File: config.mk
export PLATFORM = sky130hd
export DESIGN_NAME = serial_mult
export DESIGN_NICKNAME = d
export VERILOG_FILES = /design/src/logic/mult_dims_pkg.sv /design/src/logic/mult_seq_pkg.sv /design/src/logic/product_assembler.sv /design/src/logic/serial_mult.sv /design/src/logic/shift_add_stage.sv /design/src/logic/step_sequencer.sv
export SDC_FILE = /design/constraint.sdc
export NUM_CORES = 1
export LEC_CHECK = 0
export ABC_AREA = 0
export ABC_CLOCK_PERIOD_IN_PS = 4900
export BUFFER_PORTS_ARGS = -buffer_cell sky130_fd_sc_hd__buf_2
export CAP_MARGIN = 20
export CORE_ASPECT_RATIO = 0.9
export CORE_MARGIN = 2
export CORE_UTILIZATION = 57
export CTS_CLUSTER_SIZE = 24
export DETAILED_ROUTE_END_ITERATION = 12
export GPL_ROUTABILITY_DRIVEN = 0
export HOLD_SLACK_MARGIN = 0.02
export PLACE_DENSITY_LB_ADDON = 0.25
export RECOVER_POWER = 100
export SYNTH_ARGS = -nofsm -noshare
export SYNTH_HDL_FRONTEND = slang
export SYNTH_SLANG_ARGS = --single-unit
export TNS_END_PERCENT = 30
File: constraint.sdc
create_clock -name clk -period 4.9 [get_ports clk]
set_input_delay 0.735 -clock clk [delete_from_list [all_inputs] [get_ports clk]]
set_output_delay 0.735 -clock clk [all_outputs]
set_load 0.02 [all_outputs]
File: src/logic/mult_dims_pkg.sv
`default_nettype none

package mult_dims_pkg;

   // **********************************************************************
   // operand and result dimensions
   // **********************************************************************

   localparam int default_width = 8;                  // operand bits.

   // bits needed to count through the multiplier bits.
   function automatic int step_idx_width(input int width);
      int w;
      w = $clog2(width);
      return (w < 1) ? 1 : w;                         // never below one bit.
   endfunction

   // full product of two unsigned operands.
   function automatic int product_width(input int width);
      return 2 * width;
   endfunction

endpackage

`default_nettype wire

File: src/logic/mult_seq_pkg.sv
`default_nettype none

package mult_seq_pkg;

   // **********************************************************************
   // step sequencer states
   // **********************************************************************

   // idle waits for start, run walks the multiplier bits.
   typedef enum logic {
      seq_idle = 1'b0,                                // no operation.
      seq_run  = 1'b1                                 // one step per cycle.
   } seq_state_t;

endpackage

`default_nettype wire

File: src/logic/product_assembler.sv
`default_nettype none

module product_assembler #(
   parameter int WIDTH = 8
) (
   input  wire                                              clk,
   input  wire                                              rst,
   input  wire                                              step,
   input  wire                                              last,
   input  wire                                              drop_bit,
   input  wire  [mult_dims_pkg::step_idx_width(WIDTH)-1:0]  step_idx,
   input  wire  [WIDTH-1:0]                                 high_part,
   output logic [mult_dims_pkg::product_width(WIDTH)-1:0]   product,
   output logic                                             done
);

   logic [WIDTH-1:0] low_part;                        // collected low half.
   logic             last_d;                          // final step seen.

   // **********************************************************************
   // low half capture
   // **********************************************************************

   // each step drops exactly one product bit, at its own index.
   always_ff @(posedge clk) begin
      if (step) begin
         low_part[step_idx] <= drop_bit;
      end
   end

   // **********************************************************************
   // result register
   // **********************************************************************

   always_ff @(posedge clk) begin
      if (rst) begin
         last_d  <= 1'b0;
         done    <= 1'b0;
         product <= '0;
      end else begin
         last_d <= step && last;
         done   <= last_d;                            // single pulse.
         if (last_d) begin
            product <= {high_part, low_part};         // held until next.
         end
      end
   end

endmodule

`default_nettype wire

File: src/logic/serial_mult.sv
`default_nettype none

module serial_mult #(
   parameter int WIDTH = mult_dims_pkg::default_width
) (
   input  wire                                              clk,
   input  wire                                              rst,
   input  wire                                              start,
   input  wire  [WIDTH-1:0]                                 a,
   input  wire  [WIDTH-1:0]                                 b,
   output logic                                             busy,
   output logic                                             done,
   output logic [mult_dims_pkg::product_width(WIDTH)-1:0]   product
);

   localparam int idx_w = mult_dims_pkg::step_idx_width(WIDTH);

   // **********************************************************************
   // interconnect
   // **********************************************************************

   logic             load;
   logic             step;
   logic             last;
   logic             mult_bit;
   logic [idx_w-1:0] step_idx;
   logic             drop_bit;
   logic [WIDTH-1:0] high_part;

   // walks the multiplier bits.
   step_sequencer #(
      .WIDTH (WIDTH)
   ) u_step_sequencer (
      .clk      (clk),
      .rst      (rst),
      .start    (start),
      .a        (a),
      .load     (load),
      .step     (step),
      .last     (last),
      .busy     (busy),
      .step_idx (step_idx),
      .mult_bit (mult_bit)
   );

   // accumulates the multiplicand.
   shift_add_stage #(
      .WIDTH (WIDTH)
   ) u_shift_add_stage (
      .clk       (clk),
      .rst       (rst),
      .load      (load),
      .step      (step),
      .mult_bit  (mult_bit),
      .b         (b),
      .drop_bit  (drop_bit),
      .high_part (high_part)
   );

   // joins both halves of the result.
   product_assembler #(
      .WIDTH (WIDTH)
   ) u_product_assembler (
      .clk       (clk),
      .rst       (rst),
      .step      (step),
      .last      (last),
      .drop_bit  (drop_bit),
      .step_idx  (step_idx),
      .high_part (high_part),
      .product   (product),
      .done      (done)
   );

endmodule

`default_nettype wire

File: src/logic/shift_add_stage.sv
`default_nettype none

module shift_add_stage #(
   parameter int WIDTH = 8
) (
   input  wire              clk,
   input  wire              rst,
   input  wire              load,
   input  wire              step,
   input  wire              mult_bit,
   input  wire  [WIDTH-1:0] b,
   output logic             drop_bit,
   output logic [WIDTH-1:0] high_part
);

   // **********************************************************************
   // operand and running sum
   // **********************************************************************

   logic [WIDTH-1:0] mcand;                           // stored multiplicand.
   logic [WIDTH-1:0] psum;                            // running partial sum.
   logic [WIDTH-1:0] addend;
   logic [WIDTH:0]   sum;                             // one carry bit on top.

   always_ff @(posedge clk) begin
      if (load) begin
         mcand <= b;
      end
   end

   // **********************************************************************
   // conditional add, then halve
   // **********************************************************************

   always_comb begin
      addend = mult_bit ? mcand : '0;
      sum    = {1'b0, psum} + {1'b0, addend};
   end

   always_ff @(posedge clk) begin
      if (rst) begin
         psum <= '0;
      end else if (load) begin
         psum <= '0;                                  // fresh operation.
      end else if (step) begin
         psum <= sum[WIDTH:1];                        // carry shifts in.
      end
   end

   // lowest sum bit leaves the running sum for good.
   assign drop_bit  = sum[0];
   assign high_part = psum;

endmodule

`default_nettype wire

File: src/logic/step_sequencer.sv
`default_nettype none

module step_sequencer #(
   parameter int WIDTH = 8
) (
   input  wire                                              clk,
   input  wire                                              rst,
   input  wire                                              start,
   input  wire  [WIDTH-1:0]                                 a,
   output logic                                             load,
   output logic                                             step,
   output logic                                             last,
   output logic                                             busy,
   output logic [mult_dims_pkg::step_idx_width(WIDTH)-1:0]  step_idx,
   output logic                                             mult_bit
);

   localparam int idx_w = mult_dims_pkg::step_idx_width(WIDTH);

   mult_seq_pkg::seq_state_t state;
   logic [WIDTH-1:0]         mult_reg;                // latched multiplier.
   logic                     finishing;               // result still pending.
   logic                     accept;

   // **********************************************************************
   // start acceptance and status
   // **********************************************************************

   assign accept = start && (state == mult_seq_pkg::seq_idle) && !finishing;
   assign load   = accept;
   assign step   = (state == mult_seq_pkg::seq_run);
   assign busy   = (state == mult_seq_pkg::seq_run) || finishing;

   // multiplier bit for the step in progress.
   assign mult_bit = mult_reg[step_idx];

   always_ff @(posedge clk) begin
      if (accept) begin
         mult_reg <= a;
      end
   end

   // **********************************************************************
   // state machine and step counter
   // **********************************************************************

   always_ff @(posedge clk) begin
      if (rst) begin
         state     <= mult_seq_pkg::seq_idle;
         finishing <= 1'b0;
         last      <= 1'b0;
         step_idx  <= '0;
      end else begin
         finishing <= 1'b0;                           // one cycle only.
         case (state)
            mult_seq_pkg::seq_idle: begin
               if (accept) begin
                  state    <= mult_seq_pkg::seq_run;
                  step_idx <= '0;
                  last     <= 1'b0;                   // WIDTH is at least 2.
               end
            end
            mult_seq_pkg::seq_run: begin
               if (last) begin
                  state     <= mult_seq_pkg::seq_idle;
                  finishing <= 1'b1;
                  last      <= 1'b0;
                  step_idx  <= '0;
               end else begin
                  step_idx <= step_idx + 1'b1;
                  last     <= (step_idx == idx_w'(WIDTH - 2));
               end
            end
            default: begin
               state <= mult_seq_pkg::seq_idle;
            end
         endcase
      end
   end

endmodule

`default_nettype wire

* Yosys cells after proc, flatten, opt, wreduce, memory -nomap -nowiden
Index checks and enable logic that the tools add are counted.
** Word-level totals
- Register bits :: 56
- Input port bits :: 19
- Output and inout bits :: 18
** Operators by class
- Add/subtract/negate cells :: 2
- $lt $le $gt $ge :: 2
- Equal/unequal tests :: 2
- Muxes and demuxes :: 16
- Bitwise operators :: 1
- Reductions and logical operators :: 8
** Operators with widths (number)
- adder 8 x 8 -> 9 bit :: 1
- bitwise mux 8 bit :: 1
- two-way mux 8 bit :: 1
- two-way mux 1 bit :: 7
- two-way mux 3 bit :: 2
- one-hot mux 3 bit (2 select lines) :: 1
- logical AND 1 bit :: 4
- < comparator 3 x 4 -> 1 bit (second input constant) :: 1
- one-hot mux 1 bit (2 select lines) :: 2
- OR reduction 2 bit :: 2
- adder 3 x 1 -> 3 bit (second input constant) :: 1
- binary-select mux 1 bit (select 3 bit) :: 1
- demux 1 bit (select 3 bit) :: 1
- equality test 3 bit (second input constant) :: 1
- >= comparator 3 x 1 -> 1 bit (second input constant) :: 1
- != test 2 bit (second input constant) :: 1
- logical NOT 1 bit :: 1
- logical OR 1 bit :: 1
- NOT 1 bit :: 1

* Depth between registers and ports, before layout
Gate-level depths: netlist of the first run.
- Depth after elaboration :: 5
- Depth in mapped cells :: 10

* Cells and area by module
A second synthesis of the first run with hierarchy kept.
** Unflattened totals
- Cell total of the unflattened synthesis :: 208
- Area total of the unflattened synthesis :: 2427.3 µm²
** Modules (own cells, without submodules)
- product_assembler :: times used 1, cells an instance 78, area an instance 934.6 µm², sequential area each 600.6 µm²
- shift_add_stage :: times used 1, cells an instance 89, area an instance 917.1 µm², sequential area each 400.4 µm²
- step_sequencer :: times used 1, cells an instance 41, area an instance 575.6 µm², sequential area each 360.3 µm²

* Least setup slack after synthesis of the first run
Ideal clock, no wire load.
- Path type :: reg2reg
- Start point :: reg u_step_sequencer.step_idx[1] (netlist bit)
- End point :: reg u_shift_add_stage.psum[7], in the netlist u_shift_add_stage.high_part[7]
- Setup time :: 0.120 ns
- Arrival time :: 2.728 ns
- Data required time :: 4.780 ns
- Path slack :: 2.052 ns
- Cell stages (with the launch flop) :: 11
- Cell sequence :: dfxtp_1 buf_6 mux4_2 mux2i_4 nor2b_2 ha_1 fa_1 a21o_1 a211o_1 a211oi_1 nor2_1
** Between the ends
- Cells in the longest elaborated chain, start to end :: 4
** Ends and longest elaborated chain
- start, declared :: RTL line step_sequencer.sv:14 : output logic [mult_dims_pkg::step_idx_width(WIDTH)-1:0] step_idx,
- start signal, assigned :: RTL line step_sequencer.sv:70 : step_idx <= step_idx + 1'b1;
- binary-select mux 1 bit (select 3 bit) :: RTL line step_sequencer.sv:35 : assign mult_bit = mult_reg[step_idx];
- two-way mux 1 bit (implied by the code) :: RTL line step_sequencer.sv:35
- two-way mux 8 bit :: RTL line shift_add_stage.sv:36 : addend = mult_bit ? mcand : '0;
- adder 8 x 8 -> 9 bit :: RTL line shift_add_stage.sv:37 : sum = {1'b0, psum} + {1'b0, addend};
- end signal, assigned :: RTL line shift_add_stage.sv:46 : psum <= sum[WIDTH:1];
- end, declared :: RTL line shift_add_stage.sv:21 : logic [WIDTH-1:0] psum;
Every way passes these cells. The select of a mux whose other input is x is not followed.
A chain may end at the register's enable or synchronous reset.

* Worst setup path after layout of the first run
Same ends and word-level chain as after synthesis.

==> results by group, run 1 <==
Pwr
  • Net Sw Frac: 22.22%
  • Pwr/cell area: 317.5 mW/mm^2
  • Leak: 1.013 nW
  • Peak supply drop: 203.3 uV
  • Combinational Power Share: 8.6%
  • Switch Pwr: 190.7 uW
  • Internal: 667.4 uW
  • Reg power frac: 60.2%
  • Clock power share: 31.2%

STA
  • Setup TNS: 0 ns
  • Final hold vios: 0
  • Slew headroom: 41.02%
  • Final setup violation count: 0
  • Clk_skew: 0.008581 ns
  • Final Slew Violations: 0
  • Final period utilization: 71.10%
  • Hold slack final: 0.4773 ns
  • Max Clk Rate: 0.2871 GHz
  • RSZ-0062 raised after global routing: no
  • Fin crit period: 3.484 ns
  • Slew @ Worst Pin: 0.8601 ns

Worst hold path
  • WHS Path Cells: 2
  • Hold Crit Class: reg2reg

Final layout
  • Multi-input logic area: 0.001010 sq mm
  • Share of layout cells above drive strength 1: 14.86%
  • Reg area: 0.001361 sq mm
  • Finished Cell Area: 0.002703 sq mm
  • Most flop-heavy register: u_product_assembler.product
  • Final-layout fill cell count: 323
  • Max reg flops: 16
  • Final cell count without fillers: 297
  • Final net count: 278
  • Area grow syn2layout: 10.60%
  • Antenna diodes: 0

Floorplan
  • Die Area: 0.004827 sq mm
  • Row cnt: 22
  • Area of the core: 0.004101 sq mm
  • Chip Width: 73.02 um
  • Die Ht: 66.12 um
  • I/O pins: 37
  • Initial Util: 59.58%

Run status
  • Status: finished clean

Synth
  • Adder-Cell Fraction of Synth Area: 5.940%
  • Largest area contributor in the netlist: edfxtp_1
  • Seq/Total Area, Yosys: 55.71%
  • Largest family of logic cells by synthesized area: simple AND/OR/NAND/NOR gates
  • Ys flop type: dfxtp_1
  • Net Count, Synth: 245
  • Yosys Warn Count: 0
  • Cell area after synthesis: 0.002444 sq mm
  • Top cell type's share of synthesized area: 29.49%
  • Netlist cell types: 39
  • XOR/XNOR share of the synthesized area: 1.075%
  • Post-synthesis async set-or-reset flop share: 0%
  • Largest cells by area after synthesis: edfxtp_1, dfxtp_1, mux2i_1
  • EDFF count, synth: 24
  • Flops & latches, synth: 56
  • Avg Cell Area, Syn: 11.37 sq um
  • Post-synthesis simple-gate area fraction: 18.18%
  • Synthesized instance count: 215
  • Mux share of post-synthesis cell area: 9.729%
  • Complex-gate fraction of the synthesized area: 6.912%

Setup path
  • R2R cell count: 9
  • CP Buf/Inv Count: 0
  • Critical path's largest stage delay: 0.70 ns
  • CP startpoint kind: flop
  • Crit path depth: 9
  • Crit-path slowest cell: mux2i_1
  • Crit Path Class: reg2reg
  • CP cell instances: mux4_2, mux2i_1, nor2b_2, ha_1, fa_1, a21o_1, a211o_1, a211oi_1, nor2_1
  • Worst Setup End Kind: flop
  • Req. time, crit path: 5.09 ns
  • Arrival @ worst endpoint: 3.68 ns
  • CP Max Fanout: 10
  • Crit-path leading delay family: multiplexers

Placement
  • Placed wire-length estimate: 2.650 mm
  • Buffers on Ports: 36
  • DP Area: 0.002635 sq mm
  • DP Cell Count: 289

Clocking
  • Clock Root Buffer: clkbuf_8
  • Num CTS Buffers: 5
  • Clk slew on worst S/H paths: 0.09 ns
  • H-tree depth: 2
  • Clock network latency to the later pin of the worst-skew pair: 0.30 ns
  • Sink Count: 56
  • Clk buf depth: 2
  • Hold_buf cts: 0
  • # resized after CTS: 0
  • Post-CTS setup buffer count: 0
  • TritonCTS clock tree: done

GRT
  • First-pass GRT wire length: 6.403 mm
  • Antenna violations before repair: 0
  • Vias in the first global route: 1,394
  • All-layer global routing usage: 17.60%
  • Largest net degree at the start of global routing: 34
  • Global route overflow: 0

Routing
  • Drt pass-1 iters: 4
  • Routed Antenna Nets: 0
  • WL final: 3.682 mm
  • Drt wl/cell: 12.40 um
  • DRT iter0 DRCs: 63
  • Via Count: 1,562
  • Post-route DRC violation count: 0
  • Via density: 5.259

Job
  • # Max-Cap Violations: 0
-- cells by family after synthesis --
logic type | after synthesis
flip-flops | 56
buffers and inverters | 13
AO/OA/AOI/OAI | 27
AND/OR/NAND/NOR | 85
adder cells (fa/ha/maj) | 11
XOR/XNOR | 3
multiplexers | 20
-- through the flow --
stage	utilization (%)	power [mW]	setup WS (ns)
finish	65.89	0.8581	1.416
global route	65.89	0.8946	1.257
CTS	66.75	0.8685	1.787
detailed placement	64.25	0.6038	1.797
global placement	64.25	0.6017	1.874
floorplan	-	0.5822	2.052
-- layout make-up --
type | instances | share of cell area, %
Clock buffer | 7 | 3.611
Clock inverter | 1 | 0.1852
Inverter | 3 | 0.4167
Multi-Input combinational cell | 146 | 37.36
Sequential cell | 56 | 50.37
Tap cell | 48 | 2.222
Timing Repair Buffer | 36 | 5.833
-- layout by cell type (no fill, tap or decap), types with 6 or more instances in the layout --
master    count
nor2_1       36
ha_1         10
buf_2        18
nor2b_2       8
dfxtp_1      32
mux2i_1      18
edfxtp_1     24
o21ai_0       6
a21oi_1      10
nand3b_1      6
nand2_1      12
clkbuf_1     19
-- synth_stat cells, drive strengths merged (2+ instances only) --
master,n
o22a,3
o21ai,6
or3,2
ha,10
nor3b,3
dfxtp,32
a211oi,2
edfxtp,24
nand3b,6
clkbuf,4
nand3,4
xnor2,2
nor2,36
nand2,12
buf,6
mux2i,18
inv,3
a21oi,10
nor3,3
mux4,2
nor2b,10
nand2b,4
-- path summary, 6_finish.rpt --
kind              slack (ns)                              to                         start
setup / recovery        1.42  u_shift_add_stage.high_part[7]  u_step_sequencer.step_idx[1]
hold / removal          0.48      u_product_assembler.last_d         u_step_sequencer.last
setup reg to reg        1.42  u_shift_add_stage.high_part[7]  u_step_sequencer.step_idx[1]
hold reg to reg         0.48      u_product_assembler.last_d         u_step_sequencer.last
-- worst register-to-register path: stages (launching register included) --
cell and delay, ns:
dfxtp_1 0.56, mux4_2 0.56, mux2i_1 0.70, nor2b_2 0.09, ha_1 0.23, fa_1 0.41, a21o_1 0.21, a211o_1 0.33
a211oi_1 0.23, nor2_1 0.07
-- layer usage --
layer,vias up,track usage (%),wire [um]
met5,-,0,0
met4,0,6.250,36
met3,5,4.573,212
met2,48,25.00,1464
met1,686,25.96,1969
li1,823,-,-
-- power by group through the flow --
stage / registers [mW] / logic (mW) / clock network (mW)
after global routing: 0.519 / 0.0840 / 0.292
after floorplan: 0.519 / 0.0630 / 0
after CTS: 0.517 / 0.0766 / 0.275
final: 0.516 / 0.0740 / 0.268
after global placement: 0.527 / 0.0749 / 0
after detailed placement: 0.527 / 0.0765 / 0
(Power assumes the default switching activity.)
==> run 2: changes to the inputs <==
ABC_CLOCK_PERIOD_IN_PS = 2850   (was 4900)
CORE_UTILIZATION = 50   (was 57)
clock period = 2.85 ns   (was 4.9 ns; I/O delays follow)
==> run 2 against run 1 <==
- core utilization fell by 7.6 points
- flip-flop and latch count did not move
- cell area rose by 2.9%
- count of clock-buffer cells in the layout fell by 1
- clock power rose by 99%
- critical path type unchanged
- critical path depth did not move
- combinational power rose by 97%
==> results by group, run 2 (synthesized netlist as in run 1, its figures left out) <==
Run status
  • Status: finished clean

Clocking
  • TritonCTS clock tree: done
  • Clk slew on worst S/H paths: 0.09 ns
  • H-tree depth: 2
  • Sink Count: 56
  • Hold_buf cts: 0
  • Clock Root Buffer: clkbuf_8
  • Clk buf depth: 2
  • Num CTS Buffers: 5
  • Clock network latency to the later pin of the worst-skew pair: 0.30 ns

Final layout
  • Commonest cells after routing, fill and taps aside: nor2_1, dfxtp_1, edfxtp_1
  • Most flop-heavy register: u_product_assembler.product
  • Share of layout cells above drive strength 1: 16.60%
  • Final cell count without fillers: 318
  • Commonest non-fill, non-tap cell in the layout: nor2_1
  • Final-layout fill cell count: 442
  • Layout Utilization: 58.25%
  • Max reg flops: 16
  • Antenna diodes: 0
  • Final net count: 282
  • Area grow syn2layout: 13.82%

Routing
  • Met3 wire length: 203 um
  • DRT iter0 DRCs: 99
  • Drt pass-1 iters: 4
  • WL final: 3.907 mm
  • M1 WL: 1.966 mm
  • Post-route DRC violation count: 0
  • Met2 wire length: 1.692 mm
  • Highest metal used: met4
  • Drt wl/cell: 12.29 um
  • Routed Antenna Nets: 0
  • Via Count: 1,593
  • Via density: 5.009

Floorplan
  • Die Ht: 70.32 um
  • Chip Width: 77.69 um
  • Initial Util: 51.18%
  • Area of the core: 0.004775 sq mm
  • Die Area: 0.005463 sq mm
  • Row cnt: 24
  • I/O pins: 37

Setup path
  • Worst r2r src: u_step_sequencer.step_idx[1]
  • Reg2Reg Setup Slack: 0.17 ns
  • Worst reg2reg path endpoint: u_shift_add_stage.high_part[7]
  • Crit Path Class: reg2reg
  • Arrival @ worst endpoint: 2.88 ns
  • Req. time, crit path: 3.05 ns
  • CP startpoint kind: flop
  • Worst Setup End Kind: flop
  • CP Max Fanout: 3
  • R2R cell count: 9
  • Setup crit start: u_step_sequencer.step_idx[1]

STA
  • Clk_skew: 0.003529 ns
  • Setup TNS: 0 ns
  • Final hold vios: 0
  • Final Slew Violations: 0
  • RSZ-0062 raised after global routing: no
  • Slew headroom: 27.52%
  • Slew @ Worst Pin: 1.087 ns
  • Fin crit period: 2.675 ns
  • Max Clk Rate: 0.3738 GHz
  • Final WS setup: 0.1748 ns
  • Final setup violation count: 0
  • Final period utilization: 93.87%

GRT
  • Largest net degree at the start of global routing: 34
  • Global route overflow: 0
  • Vias in the first global route: 1,516
  • All-layer global routing usage: 16.08%
  • First-pass GRT wire length: 6.906 mm
  • Antenna violations before repair: 0

Worst hold path
  • Worst hold endpoint: u_shift_add_stage.mcand[5]
  • Hold Crit Class: in2reg
  • WHS Path Cells: 1
  • Worst Hold Launch: b[5]

Pwr
  • Pwr/cell area: 560.5 mW/mm^2
  • Peak supply drop: 325.0 uV
  • Net Sw Frac: 22.01%
  • Clock power share: 34.3%
  • Combinational Power Share: 9.4%
  • Reg power frac: 56.4%
  • Switch Pwr: 343.1 uW
  • Leak: 1.035 nW
  • Internal: 1.216 mW

Placement
  • Post-Place Worst Slack: 0.1081 ns
  • DP Cell Count: 310
  • Buffers on Ports: 36
  • Placed wire-length estimate: 2.787 mm

Job
  • # Max-Cap Violations: 0
-- run 2: final cells by class --
class / count / area (sq um) / share of cell area (%)
Clock inverter: 2 / 38.79 / 1.395
Tap cell: 65 / 81.33 / 2.924
Clock buffer: 6 / 82.58 / 2.969
Timing Repair Buffer: 40 / 185.2 / 6.658
Inverter: 3 / 11.26 / 0.4049
Sequential cell: 56 / 1363 / 48.99
Multi-Input combinational cell: 146 / 1020 / 36.66
-- run 2: worst max-delay path by stage --
stage,depth (start not counted),slack [ns],end
final,9,0.17,u_shift_add_stage.high_part[7]
after floorplan,10,0.002,u_shift_add_stage.high_part[7]
after CTS,9,0.08,u_shift_add_stage.high_part[7]
after global placement,9,0.16,u_shift_add_stage.high_part[7]
after global routing,9,0.02,u_shift_add_stage.high_part[7]
after detailed placement,9,0.11,u_shift_add_stage.high_part[7]
-- run 2: power groups by stage --
stage | combinational, mW | sequential, mW | clock, mW
3_3_place_gp | 0.145 | 0.896 | 0
2_1_floorplan | 0.108 | 0.893 | 0
3_5_place_dp | 0.147 | 0.897 | 0
6_report | 0.146 | 0.879 | 0.534
5_1_grt | 0.167 | 0.882 | 0.583
4_1_cts | 0.148 | 0.879 | 0.554
-- run 2: worst max-delay path: stages, from the launching register on --
cell,delay (ns)
dfxtp_2,0.38
mux4_2,0.53
mux2i_4,0.19
nor2b_2,0.06
ha_1,0.20
fa_1,0.41
a21o_1,0.21
a211o_1,0.32
a211oi_1,0.20
nor2_1,0.07
-- run 2: metrics by stage --
| step | power, mW | hold WS, ns | cell area, sq um |
|---|---|---|---|
| after floorplan | 1.001 | 0.4498 | 2444 |
| after global placement | 1.041 | 0.4633 | 2686 |
| after detailed placement | 1.045 | 0.4647 | 2686 |
| after CTS | 1.581 | 0.2810 | 2808 |
| after global routing | 1.632 | 0.2772 | 2781 |
| final | 1.559 | 0.2923 | 2781 |
-- run 2: routing by layer --
| metal | global-route usage, % | up-vias |
|---|---|---|
| li1 | - | 832 |
| met1 | 22.73 | 719 |
| met2 | 23.85 | 37 |
| met3 | 4.134 | 5 |
| met4 | 5.952 | 0 |
| met5 | 0 | - |
-- run 2: what timing repair did --
item	CTS	global route
setup endpoints to repair	0	2
setup buffers	0	0
gates resized for setup	0	2
